`src/source/bridge_defines.svh`:
```
`ifndef BRIDGE_DEFINES_SVH
`define BRIDGE_DEFINES_SVH

// Native side and AXI4-Lite side share one address width.
`define BRIDGE_ADDR_W 32

// Data bus width in bits.
`define BRIDGE_DATA_W 32

// One strobe bit per data byte.
`define BRIDGE_STRB_W (`BRIDGE_DATA_W / 8)

// Number of register windows, one bridge per window.
`define BRIDGE_NUM_PORTS 4

// Address bits that pick the window.
`define BRIDGE_SEL_W 2

// Byte offset bits inside one window.
`define BRIDGE_WIN_W 6

// Word offset bits inside one window (byte offset minus the byte lane bits).
`define BRIDGE_WORD_W (`BRIDGE_WIN_W - 2)

// Number of 32-bit registers in each window.
`define BRIDGE_NUM_WORDS (1 << `BRIDGE_WORD_W)

`endif

```
`src/source/bridge_pkg.sv`:
```
package bridge_pkg;

`include "bridge_defines.svh"

   // one native request, held steady while valid is high.
   typedef struct packed {
      logic [`BRIDGE_ADDR_W-1:0] addr;
      logic [`BRIDGE_DATA_W-1:0] wdata;
      logic [`BRIDGE_STRB_W-1:0] wstrb;   // all zero means a read.
   } native_req_t;

   typedef struct packed {
      logic [`BRIDGE_DATA_W-1:0] rdata;   // valid in the ready cycle.
      logic                      ready;   // one cycle per request.
   } native_rsp_t;

   // AXI4-Lite signals driven by a bridge towards the slave.
   typedef struct packed {
      logic                      awvalid;
      logic [`BRIDGE_ADDR_W-1:0] awaddr;
      logic                      wvalid;
      logic [`BRIDGE_DATA_W-1:0] wdata;
      logic [`BRIDGE_STRB_W-1:0] wstrb;
      logic                      bready;
      logic                      arvalid;
      logic [`BRIDGE_ADDR_W-1:0] araddr;
      logic                      rready;
   } axil_m2s_t;

   // AXI4-Lite signals driven by the slave back to a bridge.
   typedef struct packed {
      logic                      awready;
      logic                      wready;
      logic                      bvalid;
      logic                      arready;
      logic                      rvalid;
      logic [`BRIDGE_DATA_W-1:0] rdata;
   } axil_s2m_t;

endpackage

```
`src/source/axil_bridge_top.sv`:
```
`timescale 1ns/1ps

`include "bridge_defines.svh"

module axil_bridge_top
   import bridge_pkg::*;
(
   input  logic        clk_i,
   input  logic        rst_i,

   input  logic        valid_i,
   input  native_req_t req_i,
   output native_rsp_t rsp_o
);

   logic [`BRIDGE_NUM_PORTS-1:0] port_valid;
   native_req_t                  port_req;
   native_rsp_t                  port_rsp [`BRIDGE_NUM_PORTS];
   axil_m2s_t                    axil_m2s [`BRIDGE_NUM_PORTS];
   axil_s2m_t                    axil_s2m [`BRIDGE_NUM_PORTS];

   native_decoder native_decoder_i (
      .clk_i        (clk_i),
      .rst_i        (rst_i),
      .valid_i      (valid_i),
      .req_i        (req_i),
      .rsp_o        (rsp_o),
      .port_valid_o (port_valid),
      .port_req_o   (port_req),
      .port_rsp_i   (port_rsp)
   );

   // one bridge per register window.
   for (genvar k = 0; k < `BRIDGE_NUM_PORTS; k++) begin : g_bridge
      native_to_axil native_to_axil_i (
         .clk_i   (clk_i),
         .rst_i   (rst_i),
         .valid_i (port_valid[k]),
         .req_i   (port_req),
         .rsp_o   (port_rsp[k]),
         .axil_o  (axil_m2s[k]),
         .axil_i  (axil_s2m[k])
      );
   end

   axil_window_regs axil_window_regs_i (
      .clk_i  (clk_i),
      .rst_i  (rst_i),
      .axil_i (axil_m2s),
      .axil_o (axil_s2m)
   );

endmodule

```
`src/source/axil_window_regs.sv`:
```
`timescale 1ns/1ps

`include "bridge_defines.svh"

module axil_window_regs
   import bridge_pkg::*;
(
   input  logic      clk_i,
   input  logic      rst_i,

   input  axil_m2s_t axil_i [`BRIDGE_NUM_PORTS],
   output axil_s2m_t axil_o [`BRIDGE_NUM_PORTS]
);

   for (genvar p = 0; p < `BRIDGE_NUM_PORTS; p++) begin : g_port
      logic [`BRIDGE_DATA_W-1:0] mem_q [`BRIDGE_NUM_WORDS];
      logic [`BRIDGE_WORD_W-1:0] wr_idx;
      logic [`BRIDGE_WORD_W-1:0] rd_idx;
      logic                      wr_pend_q;
      logic                      wready_q;
      logic                      bvalid_q;
      logic                      rd_pend_q;
      logic                      arready_q;
      logic                      rvalid_q;
      logic [`BRIDGE_DATA_W-1:0] rdata_q;
      logic                      wr_go;
      logic                      wr_hs;
      logic                      rd_go;
      logic                      ar_hs;

      assign wr_idx = axil_i[p].awaddr[`BRIDGE_WIN_W-1:2];   // upper bits are ignored.
      assign rd_idx = axil_i[p].araddr[`BRIDGE_WIN_W-1:2];

      assign wr_go = axil_i[p].awvalid & axil_i[p].wvalid & ~wr_pend_q;
      assign wr_hs = wready_q & axil_i[p].awvalid & axil_i[p].wvalid;
      assign rd_go = axil_i[p].arvalid & ~rd_pend_q;
      assign ar_hs = arready_q & axil_i[p].arvalid;

      always_ff @(posedge clk_i or posedge rst_i) begin
         if (rst_i) begin
            wr_pend_q <= 1'b0;
            wready_q  <= 1'b0;
            bvalid_q  <= 1'b0;
            rd_pend_q <= 1'b0;
            arready_q <= 1'b0;
            rvalid_q  <= 1'b0;
            for (int w = 0; w < `BRIDGE_NUM_WORDS; w++) begin
               mem_q[w] <= '0;
            end
         end else begin
            wready_q <= wr_go;   // one cycle pulse serving both AW and W.
            if (wr_go) begin
               wr_pend_q <= 1'b1;
            end else if (bvalid_q & axil_i[p].bready) begin
               wr_pend_q <= 1'b0;
            end
            if (wr_hs) begin
               bvalid_q <= 1'b1;
            end else if (axil_i[p].bready) begin
               bvalid_q <= 1'b0;
            end
            if (wr_hs) begin
               for (int b = 0; b < `BRIDGE_STRB_W; b++) begin
                  if (axil_i[p].wstrb[b]) begin
                     mem_q[wr_idx][8*b +: 8] <= axil_i[p].wdata[8*b +: 8];
                  end
               end
            end

            arready_q <= rd_go;
            if (rd_go) begin
               rd_pend_q <= 1'b1;
            end else if (rvalid_q & axil_i[p].rready) begin
               rd_pend_q <= 1'b0;
            end
            if (ar_hs) begin
               rvalid_q <= 1'b1;   // data is held until the bridge takes it.
            end else if (axil_i[p].rready) begin
               rvalid_q <= 1'b0;
            end
         end
      end

      always_ff @(posedge clk_i) begin
         if (ar_hs) begin
            rdata_q <= mem_q[rd_idx];
         end
      end

      assign axil_o[p].awready = wready_q;
      assign axil_o[p].wready  = wready_q;
      assign axil_o[p].bvalid  = bvalid_q;
      assign axil_o[p].arready = arready_q;
      assign axil_o[p].rvalid  = rvalid_q;
      assign axil_o[p].rdata   = rdata_q;
   end

endmodule

```
`src/source/native_decoder.sv`:
```
`timescale 1ns/1ps

`include "bridge_defines.svh"

module native_decoder
   import bridge_pkg::*;
(
   input  logic                          clk_i,
   input  logic                          rst_i,

   input  logic                          valid_i,
   input  native_req_t                   req_i,
   output native_rsp_t                   rsp_o,

   output logic [`BRIDGE_NUM_PORTS-1:0]  port_valid_o,
   output native_req_t                   port_req_o,
   input  native_rsp_t                   port_rsp_i [`BRIDGE_NUM_PORTS]
);

   logic [`BRIDGE_SEL_W-1:0] req_sel;
   logic [`BRIDGE_SEL_W-1:0] sel_q;
   logic [`BRIDGE_SEL_W-1:0] sel;
   logic                     busy_q;
   logic                     start;

   assign req_sel = req_i.addr[`BRIDGE_WIN_W +: `BRIDGE_SEL_W];   // window above the offset.

   // a request starts on the first valid cycle not yet owned by a transaction.
   assign start = valid_i & ~busy_q;

   assign sel = start ? req_sel : sel_q;

   always_ff @(posedge clk_i or posedge rst_i) begin
      if (rst_i) begin
         busy_q <= 1'b0;
         sel_q  <= '0;
      end else begin
         busy_q <= valid_i & ~rsp_o.ready;   // ends with the ready pulse or a dropped valid.
         if (start) begin
            sel_q <= req_sel;
         end
      end
   end

   always_comb begin
      for (int k = 0; k < `BRIDGE_NUM_PORTS; k++) begin
         port_valid_o[k] = valid_i & (sel == `BRIDGE_SEL_W'(k));
      end
   end

   assign port_req_o = req_i;   // every bridge sees the same request.

   assign rsp_o = port_rsp_i[sel];

endmodule

```
`src/source/native_to_axil.sv`:
```
`timescale 1ns/1ps

`include "bridge_defines.svh"

module native_to_axil
   import bridge_pkg::*;
(
   input  logic        clk_i,
   input  logic        rst_i,

   input  logic        valid_i,
   input  native_req_t req_i,
   output native_rsp_t rsp_o,

   output axil_m2s_t   axil_o,
   input  axil_s2m_t   axil_i
);

   logic                      wr;
   logic                      rd;
   logic                      wr_q;
   logic                      rd_q;

   logic                      aw_ack_q;
   logic                      w_ack_q;
   logic                      ar_ack_q;
   logic                      r_ack_q;

   logic                      awvalid;
   logic                      wvalid;
   logic                      arvalid;
   logic                      rready;

   logic                      r_hs;
   logic                      rd_done_q;
   logic [`BRIDGE_DATA_W-1:0] rdata_q;

   assign wr = valid_i & (|req_i.wstrb);
   assign rd = valid_i & ~(|req_i.wstrb);

   // each channel valid drops for good once its own handshake is done.
   assign awvalid = wr & ~aw_ack_q;
   assign wvalid  = wr & ~w_ack_q;
   assign arvalid = rd & ~ar_ack_q;
   assign rready  = rd & ~r_ack_q;

   assign r_hs = axil_i.rvalid & rready;

   always_ff @(posedge clk_i or posedge rst_i) begin
      if (rst_i) begin
         wr_q      <= 1'b0;
         rd_q      <= 1'b0;
         rd_done_q <= 1'b0;
      end else begin
         wr_q      <= wr;
         rd_q      <= rd;
         rd_done_q <= r_hs;   // read ready follows the R handshake by one cycle.
      end
   end

   // The flags are released when the request goes away, not on the response,
   // so a valid still high after ready cannot start a second transaction.
   always_ff @(posedge clk_i or posedge rst_i) begin
      if (rst_i) begin
         aw_ack_q <= 1'b0;
         w_ack_q  <= 1'b0;
      end else if (wr_q & ~wr) begin
         aw_ack_q <= 1'b0;
         w_ack_q  <= 1'b0;
      end else begin
         if (awvalid & axil_i.awready) begin
            aw_ack_q <= 1'b1;
         end
         if (wvalid & axil_i.wready) begin
            w_ack_q <= 1'b1;
         end
      end
   end

   always_ff @(posedge clk_i or posedge rst_i) begin
      if (rst_i) begin
         ar_ack_q <= 1'b0;
         r_ack_q  <= 1'b0;
      end else if (rd_q & ~rd) begin
         ar_ack_q <= 1'b0;
         r_ack_q  <= 1'b0;
      end else begin
         if (arvalid & axil_i.arready) begin
            ar_ack_q <= 1'b1;
         end
         if (r_hs) begin
            r_ack_q <= 1'b1;
         end
      end
   end

   always_ff @(posedge clk_i) begin
      if (r_hs) begin
         rdata_q <= axil_i.rdata;
      end
   end

   assign axil_o.awvalid = awvalid;
   assign axil_o.awaddr  = req_i.addr;
   assign axil_o.wvalid  = wvalid;
   assign axil_o.wdata   = req_i.wdata;
   assign axil_o.wstrb   = req_i.wstrb;
   assign axil_o.bready  = 1'b1;   // write responses are always taken.
   assign axil_o.arvalid = arvalid;
   assign axil_o.araddr  = req_i.addr;
   assign axil_o.rready  = rready;

   assign rsp_o.rdata = rdata_q;
   assign rsp_o.ready = axil_i.bvalid | rd_done_q;

endmodule

```
`config.mk`:
```
export PLATFORM = sky130hd
export DESIGN_NAME = axil_bridge_top
export DESIGN_NICKNAME = d
export VERILOG_FILES = /design/src/source/bridge_pkg.sv /design/src/source/axil_bridge_top.sv /design/src/source/axil_window_regs.sv /design/src/source/native_decoder.sv /design/src/source/native_to_axil.sv
export VERILOG_INCLUDE_DIRS = /design/src /design/src/source
export SDC_FILE = /design/constraint.sdc
export NUM_CORES = 2
export LEC_CHECK = 0
export CAP_MARGIN = 20
export CORE_MARGIN = 3
export CORE_UTILIZATION = 25
export DETAILED_ROUTE_END_ITERATION = 7
export DONT_BUFFER_PORTS = 1
export MAX_ROUTING_LAYER = met4
export SLEW_MARGIN = 30
export SYNTH_ARGS = -nofsm -noshare
export SYNTH_HDL_FRONTEND = slang
export SYNTH_HIERARCHICAL = 1
export SYNTH_SLANG_ARGS = --single-unit
```
`constraint.sdc`:
```
create_clock -name clk_i -period 90.4 [get_ports clk_i]
set_clock_uncertainty 0.1 [all_clocks]
set_input_delay 9.04 -clock clk_i [delete_from_list [all_inputs] [get_ports clk_i]]
set_output_delay 9.04 -clock clk_i [all_outputs]
set_load 0.01 [all_outputs]
```
==> impl_metrics.ini <==
[min_path]
min_path_type = flip-flop to flip-flop
min_from = axil_window_regs_i/g_port[0].rdata_q[28]

[yosys]
yosysWarningCount = 6
synth_area_sq_mm = 0.109
avgSynthCellArea_sq_um = 16.9
synthCells = 6489
syn-num-nets = 6560

[global_route]
grt_usage_pct = 14.0
first_global_vias = 62200
grt_max_degree = 200
antenna_found_initial = 6
gr-total-overflow = 0
grt_first_pass_wirelength_microns = 449000

[worst_setup_path]
critPathLaunch = valid_i
cp_data_arrival_time_ps = 10830
worstReg2RegStart = native_decoder_i/busy_q
cp_max_fo = 20
required_ps = 81260
crit_slowest_cell = mux4_1
endpoint_kind = output port
path_delay_family = multiplexers
critPathMaxStageDelay_ps = 930
crit_path_cell_trace = and2b_4, mux2i_4, buf_4, mux4_1
path_buf_inv = 1
crit_type = input pin to output port
start_kind = input pin

[placement]
dp_hpwl_microns = 196000
port_buffers = 0
place_congestion = 0.831
pre_cts_slack_ps = 70410

[floorplan]
ios = 104
die_x_microns = 668
start_util_pct = 25.1
fp-row-count = 242
core_area_sq_mm = 0.435
die_area_sq_mm = 0.446
die_y_microns = 668

[sta]
finalWorstSetupSlack_ps = 70430
finalMaxSlewViolations = 0
finalSetupTns_ps = 0
report.final.hold_viol_count = 0
fmax_mhz = 50.1
worst_hold_slack_ps = 318
finalCritPeriodShare_pct = 22.1
worst_pin_slew_ps = 1040
rsz0062_at_grt = false
final-setup-viol-count = 0
finalCriticalPeriod_ps = 19970
relSlewSlack_pct = 30.8

[status]
outcome = completed

[flow_run]
cap_violations = 0

[clocking]
clock_latency_ps = 920
cts_root_buffer = clkbuf_16
numClockSinks = 2359
ctsResizeCount = 0
tritoncts = yes
cts_hold_buf = 0
cts_setup_buffers = 0
cts_made_buffers = 275
clkTransAtPathRegs_ps = 60
clk_path_buf_depth = 4
cts.htree.levels = 5

[final_layout]
drive_above_1_share_pct = 49.5
nets = 6316
fillers = 42600
area_delta_synth_final_pct = 12.1
final_core_util_pct = 28.2

[power]
irDropWorstVdd_mv = 0.0148
powerDensity_mw_per_mm2 = 18.3
p_leak_nw = 57.1
power_mw = 2.25

[detailed_routing]
dr.pass1.iters = 5
drtAntennaViolNets = 0
drc_errors = 0
drt_iter0_markers = 4471
wl_per_cell_microns = 25.2
vias = 57400
routed_via_density = 4.71
routed_wl_microns = 306000
## cells in the final DEF (no fill, tap or decap), types with 10 or more instances in the layout
master and n:
nor2_4 10, nor2_1 26, clkbuf_8 40, nand2_1 156, diode_2 11, mux4_2 539, mux2_4 584, nand4b_4 12
a22oi_1 256, edfxtp_1 256, bufinv_16 12, nand4_1 15, clkbuf_16 285, a31oi_1 16, clkbuf_1 57, nor4b_4 16
and4_1 15, and4bb_4 11, nand2_2 86, nand2_8 72, mux2_2 1221, buf_4 70, nor2_2 70, dfrtp_1 2103
inv_1 18, mux2_1 243, buf_16 22, clkinv_2 36, buf_6 12, a21oi_1 28, clkinv_1 18
## power breakdown
part | total [mW] | internal, mW | switching [mW]
logic | 0.0973 | 0.0266 | 0.0707
clock network | 1.07 | 0.640 | 0.433
registers | 1.08 | 1.07 | 0.00285
total | 2.25 | 1.74 | 0.506
## layer usage
layer	global-route usage (%)	vias up	share of wire, %
met5	-	-	0
met4	5.32	0	4.2
met3	3.23	508	6.5
met2	22.3	1519	48
met1	17.4	31700	41
li1	-	23600	-
## final timing paths
check                                                            to  slack [ps]  cells after the start
max                                                       rsp_o[32]       70430                      4
min                        g_bridge[0].native_to_axil_i/rdata_q[28]         320                      0
max reg2reg                  axil_window_regs_i/g_port[1].mem_q[68]       85740                      9
min reg2reg                g_bridge[0].native_to_axil_i/rdata_q[28]         320                      0
max in group asynchronous   axil_window_regs_i/g_port[3].mem_q[383]       79170                      5
min in group asynchronous                   native_decoder_i/busy_q        7770                      1
## area by class of cell
| class | instances | area, sq um | share of cell area (%) |
|---|---|---|---|
| Sequential cell | 2359 | 60300 | 49.2 |
| Multi-Input combinational cell | 3475 | 45100 | 36.8 |
| Clock buffer | 382 | 7900 | 6.44 |
| Tap cell | 5734 | 7170 | 5.85 |
| Timing Repair Buffer | 109 | 1370 | 1.11 |
| Clock inverter | 74 | 673 | 0.549 |
| Inverter | 25 | 109 | 0.0887 |
| Antenna cell | 11 | 27.5 | 0.0224 |
## registers in the layout (all words and copies together) (netlist names)
name / flops
axil_window_regs_i/g_port.arready_q: 4
axil_window_regs_i/g_port.bvalid_q: 4
axil_window_regs_i/g_port.mem_q: 2048
axil_window_regs_i/g_port.rd_pend_q: 4
axil_window_regs_i/g_port.rdata_q: 128
axil_window_regs_i/g_port.rvalid_q: 4
axil_window_regs_i/g_port.wr_pend_q: 4
axil_window_regs_i/g_port.wready_q: 4
g_bridge.native_to_axil_i/ar_ack_q: 4
g_bridge.native_to_axil_i/aw_ack_q: 4
g_bridge.native_to_axil_i/r_ack_q: 4
g_bridge.native_to_axil_i/rd_done_q: 4
g_bridge.native_to_axil_i/rd_q: 4
g_bridge.native_to_axil_i/rdata_q: 128
g_bridge.native_to_axil_i/w_ack_q: 4
g_bridge.native_to_axil_i/wr_q: 4
native_decoder_i/busy_q: 1
native_decoder_i/sel_q: 2
## worst register-to-register path, delay by kind of cell (launching register included)
| kind | cells | cell delay [ps] |
|---|---|---|
| buffers and inverters | 1 | 350 |
| flip-flops | 1 | 350 |
| AND/OR/NAND/NOR | 6 | 2910 |
| multiplexers | 2 | 820 |
## through the flow
stage	cell area (sq um)	std cells
floorplan	109000	6489
global placement	114000	11700
detailed placement	114000	11700
CTS	123000	12200
global route	123000	12200
finish	123000	12200
(Power assumes the default switching activity.)
